==> config.mk <==
export PLATFORM = sky130hd
export DESIGN_NAME = cbm2_timing_top
export DESIGN_NICKNAME = d
export VERILOG_FILES = /design/src/cbm2_timing_pkg.sv /design/src/cycle_if.sv /design/src/cycle_sequencer.sv /design/src/tod_clock.sv /design/src/crtc_dot_serializer.sv /design/src/cbm2_timing_top.sv
export SDC_FILE = /design/constraint.sdc
export NUM_CORES = 1
export LEC_CHECK = 0
export CORE_MARGIN = 4
export CORE_UTILIZATION = 65
export CTS_BUF_LIST = sky130_fd_sc_hd__clkbuf_8
export DETAILED_ROUTE_END_ITERATION = 7
export DONT_BUFFER_PORTS = 1
export GPL_TIMING_DRIVEN = 0
export PLACE_DENSITY = 0.81
export SKIP_CTS_REPAIR_TIMING = 1
export SYNTH_ARGS = -nofsm -noshare
export SYNTH_HDL_FRONTEND = slang
export SYNTH_SLANG_ARGS = --single-unit
==> constraint.sdc <==
create_clock -name clk_sys -period 10.7 [get_ports clk_sys]
set_input_delay 0.535 -clock clk_sys [delete_from_list [all_inputs] [get_ports clk_sys]]
set_output_delay 0.535 -clock clk_sys [all_outputs]
set_load 0.05 [all_outputs]
==> src/cbm2_timing_pkg.sv <==
package cbm2_timing_pkg;

   // ============================================================
   // Bus slot map
   // ============================================================

   // One frame runs through these slots in order
   // Professional frames stop after VID3, Business frames after VID5
   typedef enum logic [4:0] {
      EXT0, EXT1, EXT2, EXT3,
      CPU0, CPU1, CPU2, CPU3,
      EXT4, EXT5, EXT6, EXT7,
      VID0, VID1, VID2, VID3,
      VID4, VID5
   } sys_cycle_t;

   // Final slot per model
   localparam sys_cycle_t PROF_LAST = VID3;
   localparam sys_cycle_t BUS_LAST  = VID5;

   // ============================================================
   // Refresh and TOD constants
   // ============================================================

   // Frame counter width, one refresh every 2**3 frames
   localparam int REFRESH_DIV_W = 3;

   // Frame count at which EXT0..EXT3 go to DRAM refresh
   // instead of the I/O controller
   localparam logic [REFRESH_DIV_W-1:0] REFRESH_SLOT_SKIP = 3'd1;

   // Accumulator steps, twice the tick rate since the output toggles
   localparam logic [31:0] TOD_STEP_NTSC = 32'd120;
   localparam logic [31:0] TOD_STEP_PAL  = 32'd100;

endpackage

==> src/cycle_if.sv <==
`timescale 1ns/1ps

// Sequencer state shared with the timing consumers
interface cycle_if import cbm2_timing_pkg::*; ();

   // Effective slot, parked on EXT0 while paused
   sys_cycle_t sys_cycle;
   // Toggles on each frame wrap
   logic       phase;
   // Machine running (not paused)
   logic       sys_enable;
   // Final slot of the current frame
   logic       frame_last;

   // Sequencer drives everything
   modport seq (output sys_cycle, output phase, output sys_enable, output frame_last);

   // CRTC dot serializer
   modport dots (input sys_cycle, input sys_enable, input frame_last);

   // Time-of-day generator
   modport tod (input sys_enable);

endinterface

==> src/cycle_sequencer.sv <==
`timescale 1ns/1ps

module cycle_sequencer import cbm2_timing_pkg::*; (
   input  logic clk_sys,
   input  logic reset,
   // 0 = Professional (16 slots), 1 = Business (18 slots)
   input  logic model_i,
   input  logic pause_i,
   input  logic cpu_2mhz_i,
   cycle_if.seq cyc,
   output logic cpu_enable_o,
   output logic io_cycle_o,
   output logic refresh_o,
   output logic pause_o
);

   // ============================================================
   // State
   // ============================================================

   // Free-running slot, keeps counting even while paused
   sys_cycle_t pre_cycle;
   // Effective slot seen by the rest of the system
   sys_cycle_t sys_cycle;
   sys_cycle_t last_cycle;

   logic phase;
   logic sys_enable;
   logic sys_2mhz;
   logic frame_end;
   logic cpu_phase;

   // Frames since last refresh
   logic [REFRESH_DIV_W-1:0] rfsh_cnt;

   // Frame length follows the model pin
   assign last_cycle = model_i ? BUS_LAST : PROF_LAST;
   assign frame_end  = (pre_cycle == last_cycle);

   // Paused machine sits on EXT0
   assign sys_cycle = sys_enable ? pre_cycle : EXT0;

   // ============================================================
   // Slot counter, phase and latched settings
   // ============================================================

   always_ff @(posedge clk_sys) begin
      if (reset) begin
         pre_cycle  <= EXT0;
         phase      <= 1'b0;
         sys_enable <= 1'b0;
         sys_2mhz   <= 1'b0;
         rfsh_cnt   <= '0;
         refresh_o  <= 1'b0;
      end else begin
         // Refresh is a one-cycle pulse
         refresh_o <= 1'b0;

         if (frame_end) begin
            pre_cycle <= EXT0;
            phase     <= ~phase;

            // Pause and speed only change at the end of a whole
            // CPU period, i.e. after the phase-1 frame
            if (phase) begin
               sys_enable <= ~pause_i;
               sys_2mhz   <= cpu_2mhz_i;
            end

            rfsh_cnt <= rfsh_cnt + 1'b1;
            if (rfsh_cnt == '0) begin
               refresh_o <= 1'b1;
            end
         end else begin
            pre_cycle <= sys_cycle_t'(pre_cycle + 5'd1);
         end
      end
   end

   // ============================================================
   // Strobes
   // ============================================================

   // At 2 MHz the CPU gets every frame, at 1 MHz every other one
   assign cpu_phase = phase | sys_2mhz;

   // CPU clock enable at the end of the CPU slot group
   assign cpu_enable_o = (sys_cycle == CPU3) && cpu_phase;

   // I/O controller owns both EXT groups
   // First group goes to refresh once every 8 frames
   always_comb begin
      io_cycle_o = 1'b0;
      if (sys_cycle <= EXT3 && rfsh_cnt != REFRESH_SLOT_SKIP) begin
         io_cycle_o = 1'b1;
      end
      if (sys_cycle >= EXT4 && sys_cycle <= EXT7) begin
         io_cycle_o = 1'b1;
      end
   end

   assign pause_o = ~sys_enable;

   // ============================================================
   // Interface outputs
   // ============================================================

   assign cyc.sys_cycle  = sys_cycle;
   assign cyc.phase      = phase;
   assign cyc.sys_enable = sys_enable;
   // Frame end of the raw counter, valid while paused too
   assign cyc.frame_last = frame_end;

endmodule

==> src/tod_clock.sv <==
`timescale 1ns/1ps

module tod_clock import cbm2_timing_pkg::*; #(
   // System clock frequency in Hz
   parameter int CLK_HZ = 2400
) (
   input  logic clk_sys,
   input  logic reset,
   // 1 = 60 Hz, 0 = 50 Hz
   input  logic ntsc_i,
   cycle_if.tod cyc,
   output logic tod_o
);

   localparam logic [31:0] CLK_LIMIT = CLK_HZ;

   logic [31:0] acc;
   logic [31:0] acc_sum;

   // Step is twice the tick rate, each overflow flips the output
   assign acc_sum = acc + (ntsc_i ? TOD_STEP_NTSC : TOD_STEP_PAL);

   // ============================================================
   // Fractional divider
   // ============================================================

   always_ff @(posedge clk_sys) begin
      if (reset) begin
         acc   <= '0;
         tod_o <= 1'b0;
      end else if (cyc.sys_enable) begin
         // Remainder carried over keeps the long-term rate exact
         if (acc_sum >= CLK_LIMIT) begin
            acc   <= acc_sum - CLK_LIMIT;
            tod_o <= ~tod_o;
         end else begin
            acc <= acc_sum;
         end
      end
   end

endmodule

==> src/crtc_dot_serializer.sv <==
`timescale 1ns/1ps

module crtc_dot_serializer import cbm2_timing_pkg::*; (
   input  logic       clk_sys,
   input  logic       reset,
   cycle_if.dots      cyc,
   // Character ROM byte, MSB is the leftmost pixel
   input  logic [7:0] dots_i,
   // CRTC display enable and cursor
   input  logic       de_i,
   input  logic       cursor_i,
   // Reverse video for this character
   input  logic       reverse_i,
   // Graphics mode repeats the last pixel
   input  logic       graphics_i,
   output logic       dot_o
);

   // ============================================================
   // Pixel enable
   // ============================================================

   // Restarts every frame so pixel timing lines up with VID5
   logic [1:0] pix_cnt;

   always_ff @(posedge clk_sys) begin
      if (reset || !cyc.sys_enable || cyc.frame_last) begin
         pix_cnt <= 2'd0;
      end else begin
         pix_cnt <= pix_cnt + 2'd1;
      end
   end

   // ============================================================
   // Shift register and attributes
   // ============================================================

   logic [7:0] dot_sr;
   logic       rev_r;
   logic       de_r;
   logic       cursor_r;

   // Attribute latches cleared so the output stays dark until loaded
   always_ff @(posedge clk_sys) begin
      if (reset) begin
         de_r     <= 1'b0;
         cursor_r <= 1'b0;
      end else if (cyc.sys_cycle == VID5) begin
         de_r     <= de_i;
         cursor_r <= cursor_i;
      end
   end

   always_ff @(posedge clk_sys) begin
      // Shift out MSB first, refill with the low bit in graphics mode
      if (pix_cnt[0]) begin
         dot_sr <= {dot_sr[6:0], dot_sr[0] & graphics_i};
      end
      // New character loads in the last video slot, wins over shifting
      if (cyc.sys_cycle == VID5) begin
         dot_sr <= dots_i;
         rev_r  <= reverse_i;
      end
   end

   // Cursor inverts, DE blanks, reverse flips the pixel
   always_ff @(posedge clk_sys) begin
      if (reset) begin
         dot_o <= 1'b0;
      end else if (pix_cnt[0]) begin
         dot_o <= cursor_r ^ (de_r & (rev_r ^ dot_sr[7]));
      end
   end

endmodule

==> src/cbm2_timing_top.sv <==
`timescale 1ns/1ps

module cbm2_timing_top #(
   // System clock frequency in Hz, small default for simulation
   parameter int CLK_HZ = 2400
) (
   input  logic       clk_sys,
   input  logic       reset,

   // Machine configuration
   // 0 = Professional, 1 = Business
   input  logic       model_i,
   // 0 = PAL 50 Hz, 1 = NTSC 60 Hz
   input  logic       ntsc_i,
   input  logic       pause_i,
   input  logic       cpu_2mhz_i,

   // CRTC side, character ROM data and attributes
   input  logic [7:0] dots_i,
   input  logic       de_i,
   input  logic       cursor_i,
   input  logic       reverse_i,
   input  logic       graphics_i,

   // Bus timing strobes
   output logic       cpu_enable_o,
   output logic       io_cycle_o,
   output logic       refresh_o,
   output logic       pause_o,

   // Time-of-day and pixel output
   output logic       tod_o,
   output logic       dot_o
);

   // Sequencer state bundle
   cycle_if cyc ();

   // ============================================================
   // Master cycle sequencer
   // ============================================================

   cycle_sequencer u_seq (
      .clk_sys      (clk_sys),
      .reset        (reset),
      .model_i      (model_i),
      .pause_i      (pause_i),
      .cpu_2mhz_i   (cpu_2mhz_i),
      .cyc          (cyc.seq),
      .cpu_enable_o (cpu_enable_o),
      .io_cycle_o   (io_cycle_o),
      .refresh_o    (refresh_o),
      .pause_o      (pause_o)
   );

   // 50/60 Hz tick for the CIA TOD input
   tod_clock #(
      .CLK_HZ (CLK_HZ)
   ) u_tod (
      .clk_sys (clk_sys),
      .reset   (reset),
      .ntsc_i  (ntsc_i),
      .cyc     (cyc.tod),
      .tod_o   (tod_o)
   );

   // Business model green-screen pixels
   crtc_dot_serializer u_dots (
      .clk_sys    (clk_sys),
      .reset      (reset),
      .cyc        (cyc.dots),
      .dots_i     (dots_i),
      .de_i       (de_i),
      .cursor_i   (cursor_i),
      .reverse_i  (reverse_i),
      .graphics_i (graphics_i),
      .dot_o      (dot_o)
   );

endmodule

---- Yosys cells after proc, flatten, opt, wreduce, memory -nomap -nowiden ----
Cells that the tools add are included.
word-level totals
  register bits after elaboration ......... 59
  input port bits ......................... 18
  output and inout bits ................... 6
  logic and storage cells ................. 58
cells by class
  add/subtract/negate cells ............... 5
  order comparisons ....................... 4
  equality and inequality tests ........... 4
  mux-type cells .......................... 9
  bitwise logic cells ..................... 10
  reductions and logical operators ........ 12
operators by type and width
  kind                    number
  $add 32x32->32          1
  $ge 32x12->1 const B    1
  $mux 32                 1
  $sub 32x12->32 const B  1
  $mux 8                  2
  $mux 5                  3
  $add 5x1->5 const B     1
  $eq 5x3->1 const B      1
  $eq 5x5->1              1
  $eq 5x5->1 const B      1
  $ge 5x4->1 const B      1
  $le 5x2->1 const B      1
  $le 5x4->1 const B      1
  $not 1->1               5
  $reduce_and 2->1        2
  $reduce_or 2->1         2
  $add 3x1->3 const B     1
  $logic_and 1x1->1       3
  $logic_not 3->1         1
  $mux 1                  3
  $ne 3x1->1 const B      1
  $add 2x1->2 const B     1
  $and 1x1->1             2
  $logic_or 1x1->1        2
  4 further kinds         5

---- Depth between registers and ports, before layout ----
  depth in word-level cells ............... 5
  depth in mapped cells ................... 15
  mapped depth without buffers ............ 15

---- Hierarchy ----
A second synthesis with hierarchy kept.
unflattened totals
  cell total of the unflattened synthesis .. 574
  area total of the unflattened synthesis .. 4,675.7 um2
by module, submodules not included
  module               instances  cells an instance  area each (um2)
  tod_clock            1          459                3,408.3
  cycle_sequencer      1          74                 705.7
  crtc_dot_serializer  1          41                 561.8

---- Worst setup path after synthesis ----
No wires, ideal clock.
  kind .................................... input -> register
  from .................................... input ntsc_i
  to ...................................... register u_tod.acc[27]
  data arrival time ....................... 3.891 ns
  required time ........................... 10.579 ns
  path slack .............................. 6.688 ns
  stages .................................. 15
  cells stage by stage .................... inv_1 ha_1 fa_1 a21o_1 or3_1 nand2_1 ha_1 nor2_1 o2bb2ai_1 or4_1 a22o_1 nand3_1 a2111oi_2 mux2_4 mux2_4
between the ends
  word-level cells in the longest chain between the ends .. 4
ends and longest elaborated chain
  what                                            line                              text
  start, declared                                 cbm2_timing_top.sv:14             input logic ntsc_i,
  $mux 5 (*)                                      tod_clock.sv:21                   assign acc_sum = acc + (ntsc_i ? TOD_STEP_NTSC : TOD_STEP_PAL);
  $add 32x32->32 (*)                              tod_clock.sv:21
  $sub 32x12->32 or $ge 32x12->1 (tied branches)  tod_clock.sv:34, tod_clock.sv:33
  $mux 32 (*)                                     tod_clock.sv:33                   if (acc_sum >= CLK_LIMIT) begin
  end signal, assigned                            tod_clock.sv:34                   acc <= acc_sum - CLK_LIMIT;
  end signal, assigned                            tod_clock.sv:37                   acc <= acc_sum;
  end, declared                                   tod_clock.sv:17                   logic [31:0] acc;
Mark *: on every way between the ends. The rest lies on a longest branch, timed or not.
A chain may end at the register's enable or synchronous reset.

---- Worst setup path in the final report ----
  from .................................... register u_tod.acc[2]
  to ...................................... register u_tod.acc[23]
between the ends
  word-level cells in the longest chain between the ends .. 3
ends and longest elaborated chain
  what                                            line
  $add 32x32->32 (*)                              tod_clock.sv:21
  $sub 32x12->32 or $ge 32x12->1 (tied branches)  tod_clock.sv:34, tod_clock.sv:33
  $mux 32 (*)                                     tod_clock.sv:33
Marked as above.

==> key figures <==
Status
  • Status: complete, no violations

Place
  • HPWL after DPL: 8.26 mm
  • Buffers on Ports: 0
  • Inst Count DP: 616
  • Placer Congestion: 0.937

Drt
  • Via/cell ratio: 6.58
  • Antenna Violating Nets Remaining: 0
  • Via count: 4105
  • 1st-iter DRT viols: 348
  • Drt wl/cell: 18.2 µm
  • Final wirelength: 11.4 mm
  • Remaining DRCs: 0
  • DRT Pass-1 Iters: 5

Yosys
  • Synth warnings: 0
  • Post-synthesis cell area: between 0.004 and 0.005 mm²
  • Synth Net Count: about 570
  • Seq/Total Area, Yosys: 0.280
  • Synth Register Bits: between 50 and 60
  • Post-synth EDFFs: 9
  • Netlist cell types: 78
  • Prevailing post-synth register cell: dfxtp_1
  • Mean area per synthesized cell: 8.01 µm²
  • Cells after synthesis: 539
  • Post-synthesis async set-or-reset flop share: 0

Floorplan
  • Initial Util: 0.676
  • Die Area: 0.00801 mm²
  • Row count: 29
  • CORE AREA: 0.00639 mm²
  • # IOs: 24
  • Die width: between 80 and 90 µm
  • Die height: 89.5 µm

GRT
  • Number of global-route vias before repair: 3951
  • Remaining Overflow, GRT: 0
  • GRT Total Usage: 0.300
  • First-pass GRT wire length: 18.9 mm
  • Largest net degree at the start of global routing: 20
  • Initial antenna violation count: 0

Pwr
  • Clock Power Share: 0.365
  • Total Power: 0.358 mW
  • Reg power frac: 0.602
  • Logic pwr share: 0.033
  • Leakage: between 1.5 and 2 nW
  • Switching portion of total power: 0.257
  • Pwr Density: about 80 mW/mm²
  • P_sw: 0.0920 mW
  • VDD IR max: ~0.07 mV
  • Pint: around 0.27 mW

Critical path
  • R2R Path Start: u_tod.acc[2]
  • CP arrival: 4.57 ns
  • FF-to-FF path depth: 11
  • Setup crit start kind: flop
  • CP endpoint kind: flop
  • R2r endpoint: u_tod.acc[23]
  • R2r setup slk: 6.36 ns
  • Max FO, Critical Path: 10
  • Worst Path Class, Setup: reg2reg
  • Worst endpoint required time: ~11 ns

Final layout
  • Area delta synth->final: 4.55%
  • Fill count: 535
  • Layout cells sized above 1: 0.121
  • Layout Cells excl Fill: 624
  • Final #Nets: approximately 570
  • Antenna cells: 0

Clock network
  • Skew-Pair Late Insertion Delay: 0.33 ns
  • Clock tree buffer depth: 2
  • Sink Count: 56
  • TritonCTS Buffers: 5
  • # H-tree levels: 2
  • CTS clk-pin slew, worst paths: 0.12 ns
  • Root Driver: clkbuf_8
  • TritonCTS clock tree: built

Min path
  • Worst min path class: in2reg
  • Hold wc startpoint: reverse_i
  • Hold Path Cell Cnt: 0
  • WHS Endpoint: u_dots.rev_r

Timing
  • RSZ-0062 raised after global routing: false
  • Setup TNS: 0 ns
  • Crit path time final: 4.34 ns
  • Number of setup violations in the final report: 0
  • Final Hold Viols: 0
  • Worst clock skew: 0.0132 ns
  • Final period util: 0.406
  • Fmax: 230 MHz
  • Worst Tran Pin Value: ~1.2 ns
  • Rel. slew slack: 0.205
  • Max Slew Vio Count: 0

Run
  • Max-Cap Viols: 0
[per-layer routing]
metal | share of wire | global-route usage
met1 | 0.42 | 0.380
met5 | 0 | 0
met3 | 0.085 | 0.0636
met4 | 0.046 | 0.157
met2 | 0.45 | 0.477
[state kept, by name (all words and copies together), names as in the netlist, 3 cells and up]
| signal | cells |
|---|---|
| u_dots.dot_sr | 8 |
| u_seq.pre_cycle | 5 |
| u_seq.rfsh_cnt | 3 |
| u_tod.acc | 30 |
[layout by cell type (no fill, tap or decap), types with 3 or more instances in the layout]
cell      netlist  final
nand2b_1        7      7
o21ai_0        21     21
edfxtp_1        9      9
nand2_1        45     45
mux2i_1        17     17
inv_1          11     11
nand4_1        16     16
and3_1         10     10
and4_1          4      4
and2_1          3      3
nor3_1         22     22
nor4_1          5      4
or3_1           9      9
nor2_1         75     75
nand3_1        23     23
a21oi_1        25     25
buf_1           4      4
xnor2_1        18     18
clkbuf_8        0      5
ha_1            8      8
dfxtp_1        47     47
buf_2          12     12
o22ai_1         6      6
nor2b_1        16     16
clkbuf_1       15     15
a21boi_0        5      5
mux2_2         19     19
xor2_1          9      9
a211oi_1        5      5
mux2_1          5      5
a21o_1          7      7
[stage by stage]
step	util	cell area, µm²	setup slack [ns]	hold WS [ns]
2_1_floorplan	-	4320	6.69	0.430
5_1_grt	0.707	4520	6.11	0.285
3_5_place_dp	0.692	4420	6.20	0.456
4_1_cts	0.707	4520	6.44	0.298
6_report	0.707	4520	6.36	0.299
3_3_place_gp	0.691	4420	6.21	0.444
[critical path: stages, from the launching register on]
cell and delay, ns:
dfxtp_1 0.33, ha_1 0.21, fa_1 0.50, a2111oi_4 0.71, nor3_2 0.18, nand3_2 0.17
mux2i_1 0.12, nor3b_2 0.66, clkbuf_1 0.57, nand3_1 0.25, o311ai_0 0.18, mux2_1 0.36
[cell type report]
cell class,instances,area (µm²),share of cell area
multi-input cells,436,2900,0.642
flip-flops and latches,56,1210,0.268
plain buffers,35,169,0.0374
well taps,77,96.3,0.0213
clock buffers,5,68.8,0.0152
inverters,12,45.0,0.00998
clock inverters,3,25.0,0.00554
[Yosys cell counts (all sizes together) (10+ instances only)]
library cell	n	area share
xnor2	18	0.037
nand4	17	0.026
mux2	26	0.070
o21ai	21	0.024
dfxtp	47	0.22
inv	11	0.0096
mux2i	17	0.039
nand3	24	0.029
nand2	45	0.039
nor2b	16	0.023
a21oi	26	0.031
nor3	24	0.030
and3	10	0.014
nor2	76	0.067
buf	20	0.026
clkbuf	15	0.013
[power groups by stage]
| stage | sequential, mW | combinational, mW | clock [mW] |
|---|---|---|---|
| 2_1_floorplan | 0.220 | 0.00829 | 0 |
| 3_3_place_gp | 0.220 | 0.0112 | 0 |
| 3_5_place_dp | 0.220 | 0.0119 | 0 |
| 4_1_cts | 0.215 | 0.0120 | 0.129 |
| 5_1_grt | 0.215 | 0.0135 | 0.139 |
| 6_report | 0.215 | 0.0120 | 0.131 |
[worst max-delay path by stage]
stage | startpoint | end | slack [ns]
2_1_floorplan | ntsc_i | u_tod.acc[27] | 6.69
3_3_place_gp | ntsc_i | u_tod.acc[25] | 6.21
3_5_place_dp | ntsc_i | u_tod.acc[23] | 6.20
4_1_cts | u_tod.acc[2] | u_tod.acc[23] | 6.44
5_1_grt | u_tod.acc[2] | u_tod.acc[27] | 6.11
6_report | u_tod.acc[2] | u_tod.acc[23] | 6.36
[logic make-up (layout without fill, tap and decap cells)]
family	count (synthesis)	in the layout	share of synthesized area
xor gates and xnor gates	27	27	0.0548
muxes	43	43	0.109
DFF	56	56	0.280
and+or+nand+nor	253	253	0.302
AOI/OAI and AO/OA	104	104	0.176
buffers and inverters	47	55	0.0495
adders and majority gates	9	9	0.0278
(Power assumes the default switching activity.)
